File: src/prio_cfg_pkg.sv
/*
 * priority selector sizes and types
 */

package prio_cfg_pkg;

	// number of request lines
	localparam int REQ_WIDTH = 256;

	// fan-in of one select node
	localparam int GROUP_SIZE = 4;

	// one pipeline stage per tree level
	localparam int LEVELS = $clog2(REQ_WIDTH) / $clog2(GROUP_SIZE);

	// enough bits to name any request
	localparam int INDEX_WIDTH = $clog2(REQ_WIDTH);

	// request vector, also the carried grant
	typedef logic [REQ_WIDTH-1:0] req_vec_t;

	// binary position of the winner
	typedef logic [INDEX_WIDTH-1:0] index_t;

endpackage

File: src/prio_util_pkg.sv
/*
 * priority selector helper functions
 */

package prio_util_pkg;

	import prio_cfg_pkg::*;

	// width of the any-vector entering a tree level
	// never below one bit, so small trees still fill all levels
	function automatic int any_width(input int level, input int req_width);
		int w;
		w = req_width;
		for (int l = 0; l < level; l++)
		begin
			if (w > GROUP_SIZE)
				w = w / GROUP_SIZE;
			else
				w = 1;
		end
		return w;
	endfunction

	// keep only the lowest set bit of every group of four
	function automatic req_vec_t group_first(input req_vec_t v);
		req_vec_t r;
		logic [GROUP_SIZE-1:0] grp;
		r = '0;
		for (int g = 0; g < REQ_WIDTH / GROUP_SIZE; g++)
		begin
			grp = v[g*GROUP_SIZE +: GROUP_SIZE];
			// two's complement isolates the lowest one
			r[g*GROUP_SIZE +: GROUP_SIZE] = grp & (~grp + 1'b1);
		end
		return r;
	endfunction

	// position of the set bit, zero when nothing is set
	function automatic index_t onehot_to_index(input req_vec_t v);
		index_t idx;
		idx = '0;
		for (int i = 0; i < REQ_WIDTH; i++)
		begin
			// or-encoder, exact only for one-hot input
			if (v[i])
				idx = idx | index_t'(i);
		end
		return idx;
	endfunction

endpackage

File: src/grant_level.sv
/*
 * registered select tree level
 */

`timescale 1ns/100ps

module grant_level
	import prio_cfg_pkg::*;
	import prio_util_pkg::*;
#(
	parameter int REQ_WIDTH = prio_cfg_pkg::REQ_WIDTH,
	parameter int LEVEL = 0
)
(
	input logic clk,
	input logic arst_n,
	input logic in_valid,
	input logic [any_width(LEVEL, REQ_WIDTH)-1:0] in_any,
	input req_vec_t in_grant,
	output logic out_valid,
	output logic [any_width(LEVEL + 1, REQ_WIDTH)-1:0] out_any,
	output req_vec_t out_grant
);

	localparam int OUT_W = any_width(LEVEL + 1, REQ_WIDTH);

	// requests covered by one any bit at this level
	localparam int SPAN = GROUP_SIZE ** LEVEL;

	req_vec_t any_pad;
	req_vec_t win_pad;
	logic [OUT_W-1:0] any_next;
	req_vec_t grant_next;

	// zero extend so the shared select function fits every level
	assign any_pad = req_vec_t'(in_any);
	assign win_pad = group_first(any_pad);

	// one any bit per group of winners for the next level
	always_comb
	begin
		any_next = '0;
		for (int g = 0; g < OUT_W; g++)
		begin
			any_next[g] = |win_pad[g*GROUP_SIZE +: GROUP_SIZE];
		end
	end

	// a carried bit survives only if its span won here
	always_comb
	begin
		grant_next = '0;
		for (int i = 0; i < REQ_WIDTH; i++)
		begin
			grant_next[i] = in_grant[i] & win_pad[i / SPAN];
		end
	end

	// stage register
	always_ff @(posedge clk or negedge arst_n)
	begin
		if (!arst_n)
		begin
			out_valid <= 1'b0;
			out_any <= '0;
			out_grant <= '0;
		end
		else
		begin
			out_valid <= in_valid;
			out_any <= any_next;
			out_grant <= grant_next;
		end
	end

endmodule

File: src/grant_tree.sv
/*
 * pipelined select tree
 */

`timescale 1ns/100ps

module grant_tree
	import prio_cfg_pkg::*;
	import prio_util_pkg::*;
#(
	parameter int REQ_WIDTH = prio_cfg_pkg::REQ_WIDTH
)
(
	input logic clk,
	input logic arst_n,
	input logic req_valid,
	input req_vec_t req,
	output logic tree_valid,
	output req_vec_t tree_grant
);

	// entry l feeds level l, entry LEVELS is the tree result
	logic valid_chain [LEVELS+1];
	req_vec_t any_chain [LEVELS+1];
	req_vec_t grant_chain [LEVELS+1];

	// raw request is both the first any-vector and the first grant
	assign valid_chain[0] = req_valid;
	assign any_chain[0] = req;
	assign grant_chain[0] = req;

	for (genvar l = 0; l < LEVELS; l++)
	begin : g_level
		localparam int IN_W = any_width(l, REQ_WIDTH);
		localparam int OUT_W = any_width(l + 1, REQ_WIDTH);

		logic [OUT_W-1:0] any_out;

		grant_level #(
			.REQ_WIDTH(REQ_WIDTH),
			.LEVEL(l)
		) u_level (
			.clk(clk),
			.arst_n(arst_n),
			.in_valid(valid_chain[l]),
			.in_any(any_chain[l][IN_W-1:0]),
			.in_grant(grant_chain[l]),
			.out_valid(valid_chain[l + 1]),
			.out_any(any_out),
			.out_grant(grant_chain[l + 1])
		);

		assign any_chain[l + 1] = req_vec_t'(any_out);
	end

	// the last any bit only says something was requested
	assign tree_valid = valid_chain[LEVELS];
	assign tree_grant = grant_chain[LEVELS];

endmodule

File: src/grant_output.sv
/*
 * grant output register
 */

`timescale 1ns/100ps

module grant_output
	import prio_cfg_pkg::*;
	import prio_util_pkg::*;
#(
	parameter int REQ_WIDTH = prio_cfg_pkg::REQ_WIDTH
)
(
	input logic clk,
	input logic arst_n,
	input logic tree_valid,
	input req_vec_t tree_grant,
	output logic grant_valid,
	output req_vec_t grant,
	output index_t grant_index,
	output logic grant_found
);

	// idle cycles load zeros so outputs are quiet without grant_valid
	always_ff @(posedge clk or negedge arst_n)
	begin
		if (!arst_n)
		begin
			grant_valid <= 1'b0;
			grant <= '0;
			grant_index <= '0;
			grant_found <= 1'b0;
		end
		else if (tree_valid)
		begin
			grant_valid <= 1'b1;
			grant <= tree_grant;
			grant_index <= onehot_to_index(tree_grant);
			grant_found <= |tree_grant;
		end
		else
		begin
			grant_valid <= 1'b0;
			grant <= '0;
			grant_index <= '0;
			grant_found <= 1'b0;
		end
	end

endmodule

File: src/prio_sel_top.sv
/*
 * pipelined priority selector
 */

`timescale 1ns/100ps

module prio_sel_top
	import prio_cfg_pkg::*;
#(
	parameter int REQ_WIDTH = prio_cfg_pkg::REQ_WIDTH
)
(
	input logic clk,
	input logic arst_n,
	input logic req_valid,
	input req_vec_t req,
	output logic grant_valid,
	output req_vec_t grant,
	output index_t grant_index,
	output logic grant_found
);

	logic tree_valid;
	req_vec_t tree_grant;

	// four tree stages
	grant_tree #(
		.REQ_WIDTH(REQ_WIDTH)
	) u_tree (
		.clk(clk),
		.arst_n(arst_n),
		.req_valid(req_valid),
		.req(req),
		.tree_valid(tree_valid),
		.tree_grant(tree_grant)
	);

	// fifth stage, index and found flag
	grant_output #(
		.REQ_WIDTH(REQ_WIDTH)
	) u_output (
		.clk(clk),
		.arst_n(arst_n),
		.tree_valid(tree_valid),
		.tree_grant(tree_grant),
		.grant_valid(grant_valid),
		.grant(grant),
		.grant_index(grant_index),
		.grant_found(grant_found)
	);

endmodule

File: config.mk
export PLATFORM = sky130hd
export DESIGN_NAME = prio_sel_top
export DESIGN_NICKNAME = d
export VERILOG_FILES = /design/src/prio_cfg_pkg.sv /design/src/prio_util_pkg.sv /design/src/grant_level.sv /design/src/grant_tree.sv /design/src/grant_output.sv /design/src/prio_sel_top.sv
export SDC_FILE = /design/constraint.sdc
export NUM_CORES = 1
export LEC_CHECK = 0
export BUFFER_PORTS_ARGS = -buffer_cell sky130_fd_sc_hd__buf_2
export CAP_MARGIN = 20
export CELL_PAD_IN_SITES_DETAIL_PLACEMENT = 1
export CELL_PAD_IN_SITES_GLOBAL_PLACEMENT = 1
export CORE_UTILIZATION = 30
export CTS_CLUSTER_DIAMETER = 80
export DETAILED_ROUTE_END_ITERATION = 16
export GPL_ROUTABILITY_DRIVEN = 0
export GPL_TIMING_DRIVEN = 1
export PLACE_DENSITY_LB_ADDON = 0.1
export SKIP_LAST_GASP = 1
export SYNTH_ARGS = -nofsm -noshare
export SYNTH_HDL_FRONTEND = slang
export SYNTH_SLANG_ARGS = --single-unit
File: constraint.sdc
create_clock -name clk -period 2.33 [get_ports clk]
set_clock_uncertainty 0.05 [all_clocks]
set_input_delay 0.3495 -clock clk [delete_from_list [all_inputs] [get_ports clk]]
set_output_delay 0.3495 -clock clk [all_outputs]
set_load 0.05 [all_outputs]
### Word level (Yosys, flattened, before mapping)

Index checks and enable logic that the tools add are counted.

| storage, ports and cells | value |
|---|---|
| register bits | 1378 |
| latch bits | 0 |
| bits in writable memories | 0 |
| bits in read-only memories | 0 |
| input port bits | 259 |
| output and inout port bits | 266 |
| logic and storage cells | 1894 |
| memories kept | 0 |

| operators by class | value |
|---|---|
| $add $sub $neg | 85 |
| $mul | 0 |
| div/mod/pow operators | 0 |
| magnitude comparators | 0 |
| equal/unequal tests | 0 |
| shifts and indexed selects | 0 |
| muxes and demuxes | 515 |
| bitwise gates (word level) | 1194 |
| reductions and logical operators | 85 |

Operator list:

| cell | count |
|---|---|
| $mux W8 | 385 |
| $and A1 B1 Y1 | 1024 |
| $mux W7 | 64 |
| $add A4 B1 Y4 const B | 85 |
| $and A4 B4 Y4 | 85 |
| $not A4 Y4 | 85 |
| $reduce_or A4 Y1 | 84 |
| $mux W256 | 1 |
| $reduce_or A256 Y1 | 1 |
| $mux W6 | 32 |
| $mux W5 | 16 |
| $mux W4 | 8 |
| $mux W3 | 4 |
| $mux W2 | 2 |
| $mux W1 | 3 |

### Longest topological paths before layout

| depth | value |
|---|---|
| depth in word-level cells | 512 |
| depth in mapped cells | 5 |
| mapped depth without buffers | 5 |

### Cells and area by module

From an unflattened synthesis, not the netlist that was laid out.

| unflattened totals | value |
|---|---|
| cell total of the unflattened synthesis | 3237 |
| area total of the unflattened synthesis | 46199.3 um^2 |

Modules (own cells, without submodules):

| module | times used | cells an instance | area an instance (um^2) |
|---|---|---|---|
| grant_level (u_tree.g_level[0].u_level) | 1 | 769 | 10752.8 |
| grant_output | 1 | 764 | 9671.8 |
| grant_level (u_tree.g_level[1].u_level) | 1 | 607 | 8963.6 |
| grant_level (u_tree.g_level[2].u_level) | 1 | 553 | 8518.2 |
| grant_level (u_tree.g_level[3].u_level) | 1 | 544 | 8293.0 |

### Worst setup path after synthesis

No wires, ideal clock.

| timing path | value |
|---|---|
| path kind | flip-flop to flip-flop |
| start | register u_tree.g_level[3].u_level.out_grant[60] |
| end | register u_output.grant_index[4] |
| setup time | 0.143 ns |
| arrival time | 1.784 ns |
| required time | 2.137 ns |
| slack | 0.352 ns |
| stages on the path, launching flop included | 5 |
| buffers on the path | 0 |
| period minus slack after synthesis | 1.978 ns |
| path through | dfrtp_1 > or4_4 > or4_4 > nor4_4 > a41oi_1 |

| between the ends | value |
|---|---|
| word-level cells in the longest chain between the ends | 393 |

RTL lines:

| element | RTL line | RTL |
|---|---|---|
| start: declaration | grant_level.sv:22 | `output req_vec_t out_grant` |
| start signal: assignment | grant_level.sv:72 | `out_grant <= grant_next;` |
| $mux W6 | prio_util_pkg.sv:45 | `if (v[i])` |
| $mux W8 | grant_output.sv:34 | `else if (tree_valid)` |
| $mux W6 | prio_util_pkg.sv:45 |  |
| $mux W8 | grant_output.sv:34 |  |
| $mux W6 | prio_util_pkg.sv:45 |  |
| $mux W8 | grant_output.sv:34 |  |
| $mux W6 | prio_util_pkg.sv:45 |  |
| $mux W8 | grant_output.sv:34 |  |
| (+376 left out) | n/a |  |
| $mux W8 | prio_util_pkg.sv:45 |  |
| $mux W8 | grant_output.sv:34 |  |
| $mux W8 | prio_util_pkg.sv:45 |  |
| $mux W8 | grant_output.sv:34 |  |
| $mux W8 | prio_util_pkg.sv:45 |  |
| $mux W8 | grant_output.sv:34 |  |
| $mux W8 | prio_util_pkg.sv:45 |  |
| $mux W8 (2 in a row) | grant_output.sv:34 |  |
| end signal: assignment | grant_output.sv:38 | `grant_index <= onehot_to_index(tree_grant);` |
| end: declaration | grant_output.sv:20 | `output index_t grant_index,` |

No other way between the ends. The select of a mux whose other input is x is not followed.

### Final worst setup path

| timing path | value |
|---|---|
| start | register u_tree.g_level[3].u_level.out_grant[217] |
| end | register u_output.grant_index[7] |

| between the ends | value |
|---|---|
| word-level cells in the longest chain between the ends | 79 |

RTL lines:

| element | RTL line |
|---|---|
| $mux W8 | prio_util_pkg.sv:45 |
| $mux W8 | grant_output.sv:34 |
| $mux W8 | prio_util_pkg.sv:45 |
| $mux W8 | grant_output.sv:34 |
| $mux W8 | prio_util_pkg.sv:45 |
| $mux W8 | grant_output.sv:34 |
| $mux W8 | prio_util_pkg.sv:45 |
| $mux W8 | grant_output.sv:34 |
| (+62 left out) | n/a |
| $mux W8 | prio_util_pkg.sv:45 |
| $mux W8 | grant_output.sv:34 |
| $mux W8 | prio_util_pkg.sv:45 |
| $mux W8 | grant_output.sv:34 |
| $mux W8 | prio_util_pkg.sv:45 |
| $mux W8 | grant_output.sv:34 |
| $mux W8 | prio_util_pkg.sv:45 |
| $mux W8 (2 in a row) | grant_output.sv:34 |

No other way between the ends. The select of a mux whose other input is x is not followed.

==> impl.org <==
** Yosys
- The Yosys step of the flow raised 0 warnings.
- After technology mapping, the gate count stands at between 3,000 and 4,000.
- After synthesis, the largest area contributor takes up 76.6% of total cell area.
- Yosys reg bits :: approximately 1,400
- Ranked by total cell area, the synthesized netlist is headed by sky130_fd_sc_hd__dfrtp_1 (77%), sky130_fd_sc_hd__and2_1 (13%), sky130_fd_sc_hd__nor4b_1 (1.6%), sky130_fd_sc_hd__nor4_1 (1.5%), sky130_fd_sc_hd__or4_1 (1.4%).
- For this run, asynchronously set or reset flops after synthesis account for between 90% and 100%.
- Of all cell types, the one taking the most synthesized area is sky130_fd_sc_hd__dfrtp_1.
- The synthesized design contains 0 enable-type register cells.
- In this run the mean area of a mapped cell was between 10 and 15 um^2.
- Net count after synthesis :: roughly 3,300
- The cell area that synthesis handed to floorplanning was approximately 45,000 um^2.
- Sequential cells were found to cover about three quarters of the synthesized design area.
- Count of unique library cells instantiated by Yosys :: 34
- Dominant synthesized flop cell :: sky130_fd_sc_hd__dfrtp_1

** Layout
- Design area :: approximately 60,000 um^2
- Excluding fillers, the count of instances in the completed layout stands at about 6,300.
- Fraction of layout instances using a drive strength above 1 :: about 22%
- The area growth from synthesis to layout is 32.8%.
- Most frequent standard cell in the layout excluding fill and tap cells :: sky130_fd_sc_hd__dfrtp_1
- For this run, the post-layout net count is roughly 4,400.
- In the layout the commonest cells are sky130_fd_sc_hd__dfrtp_1 (1,376), sky130_fd_sc_hd__and2_1 (959), sky130_fd_sc_hd__buf_2 (523), sky130_fd_sc_hd__dlygate4sd3_1 (338), sky130_fd_sc_hd__clkbuf_16 (159).

** Power
- Cell internal power dissipation :: ~39,000 uW
- Summed over all cells, the static leakage comes to between 0.03 and 0.04 uW.
- Worst voltage drop across the vdd grid :: 565 uV
- Switch Pwr :: 11,100 uW
- The clock network burns 48.0% of the power.
- In this run the power density over the cells is approximately 840 nW/um^2.
- Sequential share of power :: around half
- Part of the total power dissipated in combinational logic :: under 10%
- Net Sw Frac :: between 20% and 30%

** Min path
- In this run the worst hold path is classified as input port to flip-flop.

** Die
- Measured along the y axis, the die boundary spans slightly below 400 um.
- For this configuration, the core starts out at a cell density of 30.3%.
- The core region is 148,000 um^2.
- Pin placement for this block handled approximately 530 I/O pins.
- Measured along the x axis, the die boundary spans 389 um.
- The floorplan step defined a die boundary enclosing about 150,000 um^2.
- Number of core rows :: between 100 and 150

** Status
- The run finished with clean final reports.

** Run
- Max-Cap Viols :: 0

** Drt
- After detailed routing, the total wire length is around 150,000 um.
- Dividing the detail-routed wire length by the instance count gives 24.1 um.
- Iteration count of the initial detailed-routing pass :: 5
- The detail route stage leaves a number of antenna-violating nets equal to 0.
- After detailed routing, the number of remaining DRC violations is 0.
- For this block, the initial DRC count from the detailed router was 1,484.
- After detailed routing, the number of vias per cell comes to between 4 and 5.
- Routed vias :: between 20,000 and 30,000

** STA
- Maximum clock frequency :: between 0.4 and 0.5 GHz
- Final hold slack :: roughly 170 ps
- Ratio of final minimum period to clock period :: roughly 100%
- The number of failing hold endpoints at the final stage came to 0.
- Setup repair after global routing could not meet its margin everywhere.
- Setup violations remaining at the end of the flow were counted as 0.
- Pin slew with the least headroom to its limit :: 986 ps
- Final setup margin :: ~1.5 ps
- Tightest slew margin relative to the limit :: roughly a third
- Crit path time final :: ~2300 ps
- Adding up every negative setup slack in the final design gives 0 ps.
- Slew Limit Fails :: 0

** Global routing
- GRT Residual Overflow :: 0
- Entering global routing, the biggest net connects 115 pins.
- The number of global-route vias before repair came to between 30,000 and 40,000.
- Global routing used between 20 and 25% of the available tracks across all layers.
- First-pass GRT wire length :: 216,000 um
- The initial antenna violation count was 15.

** Clocking
- Worst-path clk slew :: around 60 ps
- Clk sinks :: roughly 1,400
- Clock tree synthesis inserted a total of roughly 160 buffers.
- CTS tree :: yes
- Number of H-tree levels :: 4
- The longest clock path from root to sink contains 3 buffers.
- For the worst-skew pair, the clock arrives at the later sink with an insertion delay of slightly below 800 ps.
- The root buffer cell chosen for the clock tree is sky130_fd_sc_hd__clkbuf_16.

** Setup path
- Maximum fanout along the worst path :: 3
- Worst Path Arrival :: between 2000 and 3000 ps
- For the worst setup path, the data required time is 2940 ps.
- Type of the worst setup path :: flip-flop to flip-flop
- Critical Path Source Type :: flip-flop
- Sort of element at the end of the critical path :: flip-flop

** Place
- Area after detailed placement :: 51,300 um^2
- Prior to clock tree synthesis, the placed netlist has a worst setup slack of -232 ps.
- Placed insts :: roughly 5,600
- Port Buffers :: ~520
- Detailed-placement wirelength estimate :: 112,000 um
[cell usage after synthesis (all sizes together), types with 14 or more instances]
| cell type | number |
|---|---|
| or4 | 88 |
| nor3b | 70 |
| nor4b | 85 |
| nor2b | 85 |
| clkbuf | 75 |
| and2 | 960 |
| dfrtp | 1378 |
| nor4 | 107 |
| nand4 | 24 |
| and3 | 64 |
| nor3 | 16 |
| nand3 | 14 |
| nand2 | 17 |
| nor2 | 33 |
[final cells by class]
type | instances | area, um^2
Antenna cell | 5 | 12.5
Clock buffer | 227 | 4460
Clock inverter | 47 | 551
Fill cell | 15300 | 88600
Inverter | 1 | 3.75
Multi-Input combinational cell | 1579 | 10300
Sequential cell | 1378 | 34500
Tap cell | 2002 | 2500
Timing Repair Buffer | 1018 | 7470
[worst max-delay path, cell delays in order, from the launching register on]
cell and delay, ps:
sky130_fd_sc_hd__dfrtp_1 400, sky130_fd_sc_hd__nor4_2 430, sky130_fd_sc_hd__buf_4 210, sky130_fd_sc_hd__nand3_2 130, sky130_fd_sc_hd__nor4_1 320, sky130_fd_sc_hd__buf_4 170
sky130_fd_sc_hd__nand3_1 90, sky130_fd_sc_hd__o41a_1 410
[routing by layer]
layer	routed length [um]	GRT usage (%)
met3	9350	5.74
met4	3940	5.88
met1	63900	25.5
met5	0	0
met2	73400	33.3
[power groups by stage]
stage	combinational [uW]	sequential, uW	clock, uW
2_1_floorplan	252	24800	0
3_3_place_gp	1350	24800	0
3_5_place_dp	1360	24800	0
4_1_cts	1770	24400	24800
5_1_grt	1930	24400	25700
6_report	1720	24400	24100
[cell families after synthesis]
kind of cell	after synthesis	share of synthesized area, %
AOI/OAI and AO/OA	9	0.164
buffers and inverters	76	0.642
DFF	1378	76.6
and+or+nand+nor	1570	22.6
[flip-flops by register name (all words and copies together), names as in the netlist]
name,flops
u_output.grant,256
u_output.grant_valid,1
u_tree.g_level.u_level.out_any,84
u_tree.g_level.u_level.out_valid,4
u_output.grant_found,1
u_output.grant_index,8
u_tree.g_level.u_level.out_grant,1024
[repair_timing]
action | CTS | global route
hold endpoints to repair | 1451 | 0
setup endpoints to repair | 3 | 2
resized for setup | 2 | 2
hold buffers | 338 | 0
buffers inserted | 0 | 0
[stage by stage]
stage	util, %	power [uW]
floorplan	-	25000
global placement	34.6	26100
detailed placement	34.6	26200
CTS	40.3	50900
global route	40.3	52000
finish	40.3	50200
[worst paths after layout]
kind	from	to	slack, ps	cells past startpoint
max	u_tree.g_level[3].u_level.out_grant[217]	u_output.grant_index[7]	1	7
min	req_valid	u_tree.g_level[0].u_level.out_valid	170	2
max reg2reg	u_tree.g_level[3].u_level.out_grant[217]	u_output.grant_index[7]	1	7
min reg2reg	u_tree.g_level[0].u_level.out_valid	u_tree.g_level[1].u_level.out_valid	290	0
max in group asynchronous	arst_n	u_tree.g_level[2].u_level.out_grant[182]	560	3
min in group asynchronous	arst_n	u_tree.g_level[0].u_level.out_grant[29]	260	3
Note: power is estimated with default switching activity, not from simulation.
